**src/logic/bridge_pkg.sv**
```systemverilog
package bridge_pkg;

  typedef logic [7:0] byte_t;

  // Host frame terminator
  localparam byte_t HOST_END_0 = 8'hBE;
  localparam byte_t HOST_END_1 = 8'hEF;

  localparam byte_t BLE_END = 8'h0D; // CR closes every BLE line

  // Receive poll sent to the BLE module
  localparam int POLL_LEN = 13;
  localparam byte_t poll_string [POLL_LEN] = '{
    "A", "T", "+", "B", "L", "E", "U", "A", "R", "T", "R", "X", 8'h0D
  };

  localparam int REPLY_BYTES = 5; // Valid reply length without CR

  // Host response codes
  localparam byte_t STATUS_OK   = 8'h06;
  localparam byte_t STATUS_FAIL = 8'h15;
  localparam byte_t ERROR_CODE  = 8'hEE;

  typedef enum logic {
    END_BE_EF,
    END_CR
  } end_mode_e;

  // BLE reply with the first received byte in bits 39:32
  typedef union packed {
    byte_t [REPLY_BYTES-1:0] raw;
    struct packed {
      logic        ok;
      logic [30:0] data;
      byte_t       cmd;
    } fields;
  } reply_word_u;

  typedef enum logic [3:0] {
    S_IDLE, S_FWD_BYTE, S_FWD_HI, S_FWD_LO,
    S_POLL_BYTE, S_POLL_HI, S_POLL_LO, S_WAIT_REPLY,
    S_REPLY_CHECK, S_REPLY_LOAD, S_RESP_BYTE, S_RESP_HI, S_RESP_LO
  } ctrl_state_e;

endpackage

```
**src/logic/frame_if.sv**
```systemverilog
interface frame_if #(
  parameter int MAX_FRAME_BYTES = 16
);
  import bridge_pkg::*;

  // One spare count for a held BE at a full store
  localparam int CNT_W = $clog2(MAX_FRAME_BYTES + 2);

  logic             done;     // Level until clear
  logic             error;    // Level until clear
  logic [CNT_W-1:0] size;
  byte_t            rd_data;  // Combinational from rd_index
  logic [CNT_W-1:0] rd_index;
  logic             clear;    // One-cycle pulse

  modport acc (output done, error, size, rd_data, input rd_index, clear);
  modport ctrl (input done, error, size, rd_data, output rd_index, clear);

endinterface

```
**src/logic/baud_tick_gen.sv**
```systemverilog
module baud_tick_gen #(
  parameter int CLKS_PER_BIT = 5208
) (
  input  logic clk,
  input  logic reset,
  output logic tick
);

  localparam int CW = $clog2(CLKS_PER_BIT);
  localparam logic [CW-1:0] CNT_LAST = CW'(CLKS_PER_BIT - 1);

  logic [CW-1:0] cnt;

  always_ff @(posedge clk or posedge reset) begin
    if (reset) begin
      cnt  <= '0;
      tick <= 1'b0;
    end else if (cnt == CNT_LAST) begin
      cnt  <= '0;
      tick <= 1'b1; // One cycle per bit period
    end else begin
      cnt  <= cnt + 1'b1;
      tick <= 1'b0;
    end
  end

endmodule

```
**src/logic/uart_rx.sv**
```systemverilog
module uart_rx #(
  parameter int CLKS_PER_BIT = 5208
) (
  input  logic              clk,
  input  logic              reset,
  input  logic              rx,
  output bridge_pkg::byte_t data,
  output logic              valid
);
  import bridge_pkg::*;

  localparam int CW = $clog2(CLKS_PER_BIT);
  localparam logic [CW-1:0] BIT_LAST  = CW'(CLKS_PER_BIT - 1);
  localparam logic [CW-1:0] HALF_LAST = CW'(CLKS_PER_BIT / 2 - 1);

  localparam logic [1:0] RX_IDLE  = 2'd0;
  localparam logic [1:0] RX_START = 2'd1;
  localparam logic [1:0] RX_DATA  = 2'd2;
  localparam logic [1:0] RX_STOP  = 2'd3;

  logic [2:0]    rx_sync;  // Two sync flops and one for the edge
  logic [1:0]    rx_state;
  logic [CW-1:0] clk_cnt;
  logic [2:0]    bit_cnt;
  logic          bit_done;
  logic          start_edge;
  byte_t         shreg;

  assign bit_done   = (clk_cnt == BIT_LAST);
  assign start_edge = rx_sync[2] && !rx_sync[1];

  always_ff @(posedge clk or posedge reset) begin
    if (reset) begin
      rx_sync  <= '1;
      rx_state <= RX_IDLE;
      clk_cnt  <= '0;
      bit_cnt  <= '0;
      valid    <= 1'b0;
    end else begin
      rx_sync <= {rx_sync[1:0], rx};
      valid   <= 1'b0;
      case (rx_state)
        RX_IDLE: begin
          clk_cnt <= '0;
          if (start_edge) rx_state <= RX_START;
        end
        RX_START: begin
          if (clk_cnt == HALF_LAST) begin
            clk_cnt  <= '0;
            bit_cnt  <= '0;
            // Glitch shorter than half a bit goes back to idle
            rx_state <= rx_sync[1] ? RX_IDLE : RX_DATA;
          end else begin
            clk_cnt <= clk_cnt + 1'b1;
          end
        end
        RX_DATA: begin
          if (bit_done) begin
            clk_cnt <= '0;
            bit_cnt <= bit_cnt + 1'b1;
            if (bit_cnt == 3'd7) rx_state <= RX_STOP;
          end else begin
            clk_cnt <= clk_cnt + 1'b1;
          end
        end
        default: begin
          if (bit_done) begin
            valid    <= rx_sync[1]; // Framing error drops the byte
            rx_state <= RX_IDLE;
          end else begin
            clk_cnt <= clk_cnt + 1'b1;
          end
        end
      endcase
    end
  end

  always_ff @(posedge clk) begin
    if (rx_state == RX_DATA && bit_done) shreg <= {rx_sync[1], shreg[7:1]}; // LSB first
    if (rx_state == RX_STOP && bit_done) data <= shreg;
  end

endmodule

```
**src/logic/uart_tx.sv**
```systemverilog
module uart_tx (
  input  logic              clk,
  input  logic              reset,
  input  logic              tick,
  input  bridge_pkg::byte_t data,
  input  logic              start,
  output logic              tx,
  output logic              busy
);

  logic [9:0] frame_sr; // Stop, data, start
  logic [3:0] bit_cnt;
  logic       load;
  logic       shift;

  assign load  = start && !busy;
  assign shift = tick && busy && (bit_cnt != 4'd10);

  always_ff @(posedge clk) begin
    if (load) begin
      frame_sr <= {1'b1, data, 1'b0};
    end else if (shift) begin
      frame_sr <= {1'b1, frame_sr[9:1]};
    end
  end

  always_ff @(posedge clk or posedge reset) begin
    if (reset) begin
      tx      <= 1'b1; // Line idles high
      busy    <= 1'b0;
      bit_cnt <= '0;
    end else if (load) begin
      busy    <= 1'b1;
      bit_cnt <= '0;
    end else if (tick && busy) begin
      if (bit_cnt == 4'd10) begin
        busy <= 1'b0; // Stop bit has lasted a full period
      end else begin
        tx      <= frame_sr[0];
        bit_cnt <= bit_cnt + 1'b1;
      end
    end
  end

endmodule

```
**src/logic/frame_accumulator.sv**
```systemverilog
module frame_accumulator #(
  parameter int                    MAX_FRAME_BYTES = 16,
  parameter bridge_pkg::end_mode_e END_MODE        = bridge_pkg::END_CR
) (
  input  logic              clk,
  input  logic              reset,
  input  bridge_pkg::byte_t data,
  input  logic              valid,
  frame_if.acc              frame
);
  import bridge_pkg::*;

  localparam int CNT_W = $clog2(MAX_FRAME_BYTES + 2);
  localparam logic [CNT_W-1:0] FULL = CNT_W'(MAX_FRAME_BYTES);

  // Extra slot holds a BE that may still turn out to be data
  byte_t            mem [MAX_FRAME_BYTES+1];
  logic [CNT_W-1:0] count;
  logic             pend_be;  // Last stored byte was a BE
  logic             done;
  logic             error;
  logic             accept;
  logic             is_be;
  logic             is_end;
  logic             overflow;
  logic             wr_en;

  assign accept = valid && !done && !error; // Bytes are lost while a frame waits

  always_comb begin
    is_be = (END_MODE == END_BE_EF) && (data == HOST_END_0);
    if (END_MODE == END_CR) begin
      is_end = (data == BLE_END);
    end else begin
      is_end = pend_be && (data == HOST_END_1);
    end
    overflow = (count > FULL) || (count == FULL && !is_be);
    wr_en    = accept && !is_end && !overflow;
  end

  always_ff @(posedge clk or posedge reset) begin
    if (reset) begin
      count   <= '0;
      pend_be <= 1'b0;
      done    <= 1'b0;
      error   <= 1'b0;
    end else if (frame.clear) begin
      count   <= '0;
      pend_be <= 1'b0;
      done    <= 1'b0;
      error   <= 1'b0;
    end else if (accept) begin
      if (is_end) begin
        done    <= 1'b1;
        pend_be <= 1'b0;
        if (END_MODE == END_BE_EF) count <= count - 1'b1; // Drop the held BE
      end else if (overflow) begin
        error <= 1'b1;
      end else begin
        count   <= count + 1'b1;
        pend_be <= is_be;
      end
    end
  end

  always_ff @(posedge clk) begin
    if (wr_en) mem[count] <= data;
  end

  assign frame.done    = done;
  assign frame.error   = error;
  assign frame.size    = count;
  assign frame.rd_data = mem[frame.rd_index];

endmodule

```
**src/logic/bridge_ctrl.sv**
```systemverilog
module bridge_ctrl #(
  parameter int TIMEOUT_CYCLES = 4000000
) (
  input  logic              clk,
  input  logic              reset,
  frame_if.ctrl             host_frame,
  frame_if.ctrl             ble_frame,
  output bridge_pkg::byte_t ble_tx_data,
  output logic              ble_tx_start,
  input  logic              ble_tx_busy,
  output bridge_pkg::byte_t host_tx_data,
  output logic              host_tx_start,
  input  logic              host_tx_busy
);
  import bridge_pkg::*;

  localparam int CNT_W = $bits(host_frame.size);
  localparam int TMO_W = $clog2(TIMEOUT_CYCLES + 1);

  ctrl_state_e      state;
  logic [CNT_W-1:0] frame_idx;  // Read index into either frame
  logic [3:0]       poll_idx;
  logic [2:0]       resp_idx;
  logic             resp_err;
  reply_word_u      reply;
  byte_t            resp_byte;
  logic [TMO_W-1:0] tmo_cnt;
  logic             timed_out;
  logic             polling;
  logic             ble_closed;

  assign host_frame.rd_index = frame_idx;
  assign ble_frame.rd_index  = frame_idx;

  assign timed_out  = (tmo_cnt == TMO_W'(TIMEOUT_CYCLES));
  assign polling    = state inside {S_POLL_BYTE, S_POLL_HI, S_POLL_LO, S_WAIT_REPLY};
  assign ble_closed = ble_frame.done || ble_frame.error;

  // Host response byte from the error frame or the decoded reply
  always_comb begin
    if (resp_err) begin
      case (resp_idx)
        3'd0:    resp_byte = ERROR_CODE;
        3'd1:    resp_byte = HOST_END_0;
        default: resp_byte = HOST_END_1;
      endcase
    end else begin
      case (resp_idx)
        3'd0:    resp_byte = reply.fields.ok ? STATUS_OK : STATUS_FAIL;
        3'd1:    resp_byte = reply.fields.cmd;
        3'd2:    resp_byte = {1'b0, reply.fields.data[30:24]};
        3'd3:    resp_byte = reply.fields.data[23:16];
        3'd4:    resp_byte = reply.fields.data[15:8];
        3'd5:    resp_byte = reply.fields.data[7:0];
        3'd6:    resp_byte = HOST_END_0;
        default: resp_byte = HOST_END_1;
      endcase
    end
  end

  always_ff @(posedge clk or posedge reset) begin
    if (reset) begin
      tmo_cnt <= '0;
    end else if (state == S_IDLE) begin
      tmo_cnt <= '0;
    end else if (polling && !timed_out) begin
      tmo_cnt <= tmo_cnt + 1'b1; // Saturates at the limit
    end
  end

  always_ff @(posedge clk) begin
    case (state)
      S_FWD_BYTE:   ble_tx_data  <= (frame_idx < host_frame.size) ? host_frame.rd_data : BLE_END;
      S_POLL_BYTE:  ble_tx_data  <= poll_string[poll_idx];
      S_REPLY_LOAD: reply.raw    <= {reply.raw[REPLY_BYTES-2:0], ble_frame.rd_data};
      S_RESP_BYTE:  host_tx_data <= resp_byte;
      default: ;
    endcase
  end

  always_ff @(posedge clk or posedge reset) begin
    if (reset) begin
      state            <= S_IDLE;
      frame_idx        <= '0;
      poll_idx         <= '0;
      resp_idx         <= '0;
      resp_err         <= 1'b0;
      ble_tx_start     <= 1'b0;
      host_tx_start    <= 1'b0;
      host_frame.clear <= 1'b0;
      ble_frame.clear  <= 1'b0;
    end else begin
      ble_tx_start     <= 1'b0;
      host_tx_start    <= 1'b0;
      host_frame.clear <= 1'b0;
      ble_frame.clear  <= 1'b0;
      case (state)
        S_IDLE: begin
          frame_idx <= '0;
          if (!host_frame.clear) begin // Flags are still up during our own clear
            if (host_frame.error) begin
              host_frame.clear <= 1'b1;
            end else if (host_frame.done) begin
              state <= S_FWD_BYTE;
            end
          end
        end
        S_FWD_BYTE: begin
          ble_tx_start <= 1'b1;
          state        <= S_FWD_HI;
        end
        S_FWD_HI: if (ble_tx_busy) state <= S_FWD_LO;
        S_FWD_LO: begin
          if (!ble_tx_busy) begin
            if (frame_idx == host_frame.size) begin // CR went out
              host_frame.clear <= 1'b1;
              ble_frame.clear  <= 1'b1;
              poll_idx         <= '0;
              state            <= S_POLL_BYTE;
            end else begin
              frame_idx <= frame_idx + 1'b1;
              state     <= S_FWD_BYTE;
            end
          end
        end
        S_POLL_BYTE: begin
          ble_tx_start <= 1'b1;
          state        <= S_POLL_HI;
        end
        S_POLL_HI: if (ble_tx_busy) state <= S_POLL_LO;
        S_POLL_LO: begin
          if (!ble_tx_busy) begin
            if (poll_idx != 4'(POLL_LEN - 1)) begin
              poll_idx <= poll_idx + 1'b1;
              state    <= S_POLL_BYTE;
            end else if (ble_closed) begin
              state <= S_REPLY_CHECK;
            end else if (ble_frame.size != '0) begin
              state <= S_WAIT_REPLY; // Reply under way so polling stops
            end else if (timed_out) begin
              resp_err <= 1'b1;
              resp_idx <= '0;
              state    <= S_RESP_BYTE;
            end else begin
              poll_idx <= '0;
              state    <= S_POLL_BYTE;
            end
          end
        end
        S_WAIT_REPLY: begin
          if (ble_closed) begin
            state <= S_REPLY_CHECK;
          end else if (timed_out) begin
            resp_err <= 1'b1;
            resp_idx <= '0;
            state    <= S_RESP_BYTE;
          end
        end
        S_REPLY_CHECK: begin
          frame_idx <= '0;
          resp_idx  <= '0;
          if (ble_frame.error || ble_frame.size != CNT_W'(REPLY_BYTES)) begin
            resp_err <= 1'b1;
            state    <= S_RESP_BYTE;
          end else begin
            resp_err <= 1'b0;
            state    <= S_REPLY_LOAD;
          end
        end
        S_REPLY_LOAD: begin
          frame_idx <= frame_idx + 1'b1;
          if (frame_idx == CNT_W'(REPLY_BYTES - 1)) state <= S_RESP_BYTE;
        end
        S_RESP_BYTE: begin
          host_tx_start <= 1'b1;
          state         <= S_RESP_HI;
        end
        S_RESP_HI: if (host_tx_busy) state <= S_RESP_LO;
        S_RESP_LO: begin
          if (!host_tx_busy) begin
            if (resp_idx == (resp_err ? 3'd2 : 3'd7)) begin
              ble_frame.clear <= 1'b1;
              state           <= S_IDLE;
            end else begin
              resp_idx <= resp_idx + 1'b1;
              state    <= S_RESP_BYTE;
            end
          end
        end
        default: state <= S_IDLE;
      endcase
    end
  end

endmodule

```
**src/logic/bridge_top.sv**
```systemverilog
module bridge_top #(
  parameter int CLKS_PER_BIT    = 5208,
  parameter int MAX_FRAME_BYTES = 16,
  parameter int TIMEOUT_CYCLES  = 4000000
) (
  input  logic clk,
  input  logic reset,
  input  logic host_uart_rx,
  input  logic ble_uart_rx,
  output logic host_uart_tx,
  output logic ble_uart_tx
);
  import bridge_pkg::*;

  logic  bit_tick;
  byte_t host_rx_data;
  logic  host_rx_valid;
  byte_t ble_rx_data;
  logic  ble_rx_valid;
  byte_t ble_tx_data;
  logic  ble_tx_start;
  logic  ble_tx_busy;
  byte_t host_tx_data;
  logic  host_tx_start;
  logic  host_tx_busy;

  frame_if #(.MAX_FRAME_BYTES(MAX_FRAME_BYTES)) host_frame ();
  frame_if #(.MAX_FRAME_BYTES(MAX_FRAME_BYTES)) ble_frame ();

  baud_tick_gen #(.CLKS_PER_BIT(CLKS_PER_BIT)) u_tick (
    .clk(clk), .reset(reset), .tick(bit_tick)
  );

  // Host side serial
  uart_rx #(.CLKS_PER_BIT(CLKS_PER_BIT)) u_host_rx (
    .clk(clk), .reset(reset), .rx(host_uart_rx), .data(host_rx_data), .valid(host_rx_valid)
  );

  uart_tx u_host_tx (
    .clk(clk), .reset(reset), .tick(bit_tick), .data(host_tx_data),
    .start(host_tx_start), .tx(host_uart_tx), .busy(host_tx_busy)
  );

  // BLE side serial
  uart_rx #(.CLKS_PER_BIT(CLKS_PER_BIT)) u_ble_rx (
    .clk(clk), .reset(reset), .rx(ble_uart_rx), .data(ble_rx_data), .valid(ble_rx_valid)
  );

  uart_tx u_ble_tx (
    .clk(clk), .reset(reset), .tick(bit_tick), .data(ble_tx_data),
    .start(ble_tx_start), .tx(ble_uart_tx), .busy(ble_tx_busy)
  );

  frame_accumulator #(.MAX_FRAME_BYTES(MAX_FRAME_BYTES), .END_MODE(END_BE_EF)) u_host_acc (
    .clk(clk), .reset(reset), .data(host_rx_data), .valid(host_rx_valid), .frame(host_frame)
  );

  frame_accumulator #(.MAX_FRAME_BYTES(MAX_FRAME_BYTES), .END_MODE(END_CR)) u_ble_acc (
    .clk(clk), .reset(reset), .data(ble_rx_data), .valid(ble_rx_valid), .frame(ble_frame)
  );

  bridge_ctrl #(.TIMEOUT_CYCLES(TIMEOUT_CYCLES)) u_ctrl (
    .clk          (clk),
    .reset        (reset),
    .host_frame   (host_frame),
    .ble_frame    (ble_frame),
    .ble_tx_data  (ble_tx_data),
    .ble_tx_start (ble_tx_start),
    .ble_tx_busy  (ble_tx_busy),
    .host_tx_data (host_tx_data),
    .host_tx_start(host_tx_start),
    .host_tx_busy (host_tx_busy)
  );

endmodule

```
**config.mk**
```make
export PLATFORM = sky130hd
export DESIGN_NAME = bridge_top
export DESIGN_NICKNAME = d
export VERILOG_FILES = /design/src/logic/bridge_pkg.sv /design/src/logic/frame_if.sv /design/src/logic/baud_tick_gen.sv /design/src/logic/uart_rx.sv /design/src/logic/uart_tx.sv /design/src/logic/frame_accumulator.sv /design/src/logic/bridge_ctrl.sv /design/src/logic/bridge_top.sv
export SDC_FILE = /design/constraint.sdc
export NUM_CORES = 1
export LEC_CHECK = 0
export BUFFER_PORTS_ARGS = -buffer_cell sky130_fd_sc_hd__buf_4
export CAP_MARGIN = 25
export CORE_ASPECT_RATIO = 1.75
export CORE_UTILIZATION = 49
export CTS_CLUSTER_DIAMETER = 150
export DETAILED_ROUTE_END_ITERATION = 6
export PLACE_DENSITY_LB_ADDON = 0.05
export REMOVE_ABC_BUFFERS = 1
export SLEW_MARGIN = 20
export SYNTH_ARGS = -nofsm -noshare
export SYNTH_HDL_FRONTEND = slang
export SYNTH_SLANG_ARGS = --single-unit
```
**constraint.sdc**
```tcl
create_clock -name clk -period 4.04 [get_ports clk]
set_input_delay 0.606 -clock clk [delete_from_list [all_inputs] [get_ports clk]]
set_output_delay 0.606 -clock clk [all_outputs]
set_load 0.005 [all_outputs]
```
# Yosys cells after proc, flatten, opt, wreduce, memory -nomap -nowiden
# Memory sizes are Yosys's and may differ from the RTL's. A register that Yosys moved wholly into a read port is not among the register bits.
# Index checks and enable logic that the tools add are counted.
# totals
out_inout_bits,2
reg_bits,234
ram_bits,272
mem_count,3
mem_bits_ro,128
in_bits,4
wordCells,398
# op_classes
magnitude_cmp,4
reduce_logical,94
bitwise,5
add_sub_neg,14
muxes,149
n_eq_ne,83
# mem_list
name,depth,word_bits,rd,rd_ports_with_merged_regs,write_ports,line,rtl
u_ble_acc.mem,17,8,1,1,1,frame_accumulator.sv:17,byte_t mem [MAX_FRAME_BYTES+1];
u_host_acc.mem,17,8,1,0,1,frame_accumulator.sv:17,
(no name shown),16,8,1,0,0,bridge_ctrl.sv:74,S_POLL_BYTE: ble_tx_data <= poll_string[poll_idx];
# ops
cell,count
4-bit 2-to-1 mux,30
13-bit 2-to-1 mux,7
13-bit case mux with 3 select lines,2
8-bit case mux with 7 select lines,1
5-bit 2-to-1 mux,11
4-bit case mux with 13 select lines,1
1-bit 2-to-1 mux,48
22-bit 2-to-1 mux,2
3-bit 2-to-1 mux,14
"13-bit by 1-bit adder with 13-bit output, second input constant",3
"13-bit == test, second input constant",3
9-bit 2-to-1 mux,4
2-bit nonzero test,17
8-bit 2-to-1 mux,4
"2-bit by 1-bit inequality test with 1-bit output, second input constant",15
"2-bit inequality test, second input constant",15
"4-bit == test, second input constant",7
"13-bit by 12-bit == test with 1-bit output, second input constant",2
2-bit 2-to-1 mux,13
3-bit AND reduction,8
1-bit logical AND,23
"22-bit by 1-bit adder with 22-bit output, second input constant",1
"22-bit == test, second input constant",1
"4-bit inequality test, second input constant",5
other kinds (51),112

# Logic depth before layout (Yosys ltp)
# depth
depth_word,8
mapped_depth,12
depth_no_buf,10

# Hierarchy
# From an unflattened synthesis, not the netlist that was laid out.
# hier_totals
hier_cells,1481
hier_area_um2,22077.4
# modules_own_cells
module,area_each_um2,n_inst,seq_area_each_um2,cells_each
frame_accumulator at u_host_acc,5841.9,1,4284.1,307
frame_accumulator at u_ble_acc,5699.2,1,4259.1,281
bridge_ctrl,5096.1,1,2757.6,467
uart_rx at u_ble_rx,1702.9,1,1034.7,134
uart_rx at u_host_rx,1696.6,1,1034.7,131
uart_tx,690.7,2,411.6,51
baud_tick_gen,659.4,1,350.3,59

# Worst setup path before layout
# OpenSTA, ideal clock, no wires.
# synth_path
path_kind,flip-flop to flip-flop
from,reg u_ctrl.state[0]
to,"reg u_ctrl.reply[0] (netlist bit), read port of u_ble_acc.mem, enable pin"
path_buffers,2
required_time_ns,3.545
path_stages_with_launch,4
synth_period_minus_slack_ns,4.416
arrival_ns,3.921
setup_slack_ns,-0.376
setup_time_ns,0.495
cell_sequence,dfrtp_1 -> clkbuf_1 -> clkbuf_1 -> nor3b_1
# synth_between
elab_chain_len,1
# synth_rtl
element,line,rtl
from (decl),bridge_ctrl.sv:20,ctrl_state_e state;
from (signal assigned),bridge_ctrl.sv:83,state <= S_IDLE;
from (signal assigned),bridge_ctrl.sv:104,state <= S_FWD_BYTE;
from (signal assigned),bridge_ctrl.sv:110,state <= S_FWD_HI;
4-bit == test,bridge_ctrl.sv:72,case (state)
to (decl),bridge_ctrl.sv:25,reply_word_u reply;
# No other way between the ends.
# A chain may end at the register's enable or synchronous reset.

# Worst setup path after layout
# layout_path
from,reg u_host_rx.data[7]
to,"mem u_host_acc.mem[0][2] (netlist bit), enable pin"
# layout_between
elab_chain_len,8
word_cells_on_any_way,12
cone_classes,eq/ne (2); mux (2); reduce/logical (8)
# layout_rtl
element,line,rtl
from (decl),uart_rx.sv:7,"output bridge_pkg::byte_t data,"
from (signal assigned),uart_rx.sv:80,if (rx_state == RX_STOP && bit_done) data <= shreg;
8-bit == test,frame_accumulator.sv:31,is_be = (END_MODE == END_BE_EF) && (data == HOST_END_0);
1-bit logical NOT,frame_accumulator.sv:37,overflow = (count > FULL) || (count == FULL && !is_be);
1-bit logical AND,frame_accumulator.sv:37,
1-bit logical OR,frame_accumulator.sv:37,
1-bit logical NOT,frame_accumulator.sv:38,wr_en = accept && !is_end && !overflow;
1-bit logical AND *,frame_accumulator.sv:38,
1-bit 2-to-1 mux *,frame_accumulator.sv:67,if (wr_en) mem[count] <= data;
1-bit 2-to-1 mux (implied by the code) *,frame_accumulator.sv:67,
to (decl),frame_accumulator.sv:17,
# Every way passes the cells marked *; elsewhere a longest branch is shown, timed or not.

==> results_dict.tcl <==
set metrics [dict create \
    initial_core_util 0.497 \
    fin_crit_sh 0.793 \
    skew_ps 23.5 \
    area_growth_pct 11.6 \
    viasPerCell 5.64 \
    nets 1547 \
    layout.cells.non_filler 2095 \
    grt_usage 0.202 \
    startpoint "u_host_rx.data[7]" \
    grt_pass1_vias 12200 \
    hold_path_end "u_host_rx.rx_sync[0]" \
    totalWireLength_um 43700 \
    dpl_cell_area_mm2 0.0224 \
    ys.flop_type "edfxtp_1" \
    num_rows 101 \
    worst_pin_slew_ps 856 \
    synth_warnings 0 \
    critPathLaunchType "flop" \
    ys_seq_area_frac 0.675 \
    cts.sinks 506 \
    critical_path.max_fanout 18 \
    r2r-end "u_host_acc.mem[0][2]" \
    cts_buffer_depth 3 \
    setup_slack_ps 836 \
    post_cts_buffers 0 \
    r2r_cells 6 \
    fin_crit_ps 3200 \
    drv_slew 0 \
    grt_max_degree 79 \
    yosysMostFrequentCell "edfxtp_1" \
    netlist_top_cells_area "edfxtp_1 (52%), dfrtp_1 (14%), mux4_2 (7.9%)" \
    drtAntennaViolNets 0 \
    cellLeakagePower_nw 8.42 \
    synth_area_per_cell_um2 14.9 \
    cts_hold_buffers 0 \
    syn_area_mm2 0.0216 \
    min_path_type "in -> reg" \
    slew-limit-headroom 0.428 \
    ir_drop_mv 0.388 \
    gp_congestion 0.796 \
    synth_top_area_cell "edfxtp_1" \
    path_clk_slew_ps 60 \
    dp_hpwl_um 28600 \
    worstPathRequired_ps 4220 \
    setup_violations 0 \
    io_pins 6 \
    fin_area_mm2 0.0241 \
    placedCellCount 2009 \
    path_class "reg -> reg" \
    grt_antenna_before_repair 0 \
    arrival_ps 3380 \
    cts_buffers 47 \
    synthArstFlopShare 0.253 \
    post_cts.resized_instances 0 \
    synth_top_area_frac 0.524 \
    clk_latency_ps 560 \
    synthDistinctLibCells 74 \
    status "completed" \
    cts_tree "yes" \
    port_buffers 5 \
    design.core.area_mm2 0.0433 \
    grt_setup_unrepaired "no" \
    synth-edff-count 376 \
    antennaDiodeCount 0 \
    grt_pass1_wl_um 69500 \
    dieHeight_um 279 \
    die_w_um 161 \
    h-tree-depth 2 \
    initialDrtViolationCount 746 \
    vias 11800 \
    endpoint_kind "flop" \
    p_per_area_mw_per_mm2 450 \
    fmax_ghz 0.312 \
    grt-ovfl-total 0 \
    hold_viol 0 \
    timing.rr.start "u_host_rx.data[7]" \
    ys_ff_latch 506 \
    post_drt_wl_per_cell_um 20.9 \
    ff2ff_setup_slack_ps 840 \
    fin_setup_tns_ps 0 \
    drc 0 \
    die_area_mm2 0.0449 \
    clockRootBuffer "clkbuf_16" \
    layout-drive-gt1-share 0.158 \
    n_fill_cell 3482 \
    hold_depth 1 \
    fin_util 0.555 \
    synth_common_cells "edfxtp_1 (376), nor2_1 (157), dfrtp_1 (120)" \
    drt-pass1-iter-count 6 \
    hold_start "host_uart_rx" \
    drv_cap 0 \
    place_worst_setup_slack_ps 872 \
    synth_cells 1451 \
]
-- layer usage --
layer  GRT usage  wire length [um]
met3      0.0221              1190
met2       0.370             23500
met1       0.244             17500
met5           0                 0
met4      0.0774              1480
-- stage by stage --
stage               power (mW)  hold slack (ps)
global placement          6.20              349
finish                    10.8              158
CTS                       10.9              126
detailed placement        6.21              349
global route              11.2              133
floorplan                 6.08              345
-- placed cells by master, fill, tap and decap left out, types with 8 or more instances in the layout --
master,instances
nor4bb_1,10
clkbuf_16,47
nand2_1,96
dfstp_2,8
nand3_1,47
ha_1,49
a22oi_1,11
nor3_1,17
nor2b_1,17
bufinv_16,9
a21oi_1,44
dfrtp_1,118
and2_1,8
a31oi_1,10
nand2b_1,11
inv_1,43
edfxtp_1,376
nor3b_1,8
mux2i_1,10
mux4_2,76
and3_1,11
conb_1,8
xnor2_1,21
a22o_1,16
xor2_1,42
nor2_1,157
o21ai_0,41
mux2_2,19
buf_4,38
nand4_1,24
-- critical path: stages (launching register included) --
cell      delay (ps)
edfxtp_1         660
and4_1           360
nand3_1          170
inv_1            150
nor3_1           470
nand3_1          340
nor2_1           670
-- power by group --
group          switching [mW]  internal, mW  total, mW
clock                    1.92          2.81       4.73
sequential             0.0636          5.59       5.65
combinational           0.284         0.156      0.440
total                    2.27          8.55       10.8
-- how the worst max path moves through the flow --
stage                            endpoint  slack, ps  cells past startpoint
floorplan           u_ctrl.ble_tx_data[0]       -320                      5
global placement     u_host_acc.mem[4][1]       1030                      6
detailed placement   u_host_acc.mem[0][1]        870                      6
CTS                  u_host_acc.mem[0][2]        870                      6
global route         u_host_acc.mem[0][3]        640                      6
finish               u_host_acc.mem[0][2]        840                      6
-- kinds of logic after synthesis --
logic type                 Yosys count  share of synthesized area
other                                1                   0.000174
adders and majority gates           50                     0.0294
xor gates and xnor gates            63                     0.0256
buffers and inverters              101                     0.0201
and+or+nand+nor                    455                      0.105
DFF                                506                      0.675
AOI/OAI and AO/OA                  170                     0.0515
muxes                              105                     0.0940
-- cell type report --
class                           instances  area [um^2]  area share
Multi-Input combinational cell        851         6620       0.275
Clock buffer                           54         1250      0.0521
Clock inverter                         31          404      0.0168
Tap cell                              566          708      0.0294
Sequential cell                       506        14500       0.605
Timing Repair Buffer                   42          350      0.0146
Inverter                               45          174     0.00723
-- flip-flops by register name, indices dropped and copies added (netlist names), 8 cells and up --
register             count
u_ble_acc.mem          136
u_host_acc.mem         136
u_ctrl.reply            40
u_ctrl.tmo_cnt          22
u_ble_rx.clk_cnt        13
u_host_rx.clk_cnt       13
u_tick.cnt              13
u_ble_tx.frame_sr        9
u_host_tx.frame_sr       9
u_ble_rx.data            8
u_ble_rx.shreg           8
u_ctrl.ble_tx_data       8
u_ctrl.host_tx_data      8
u_host_rx.data           8
u_host_rx.shreg          8
Power figures use the tool's default switching activity.
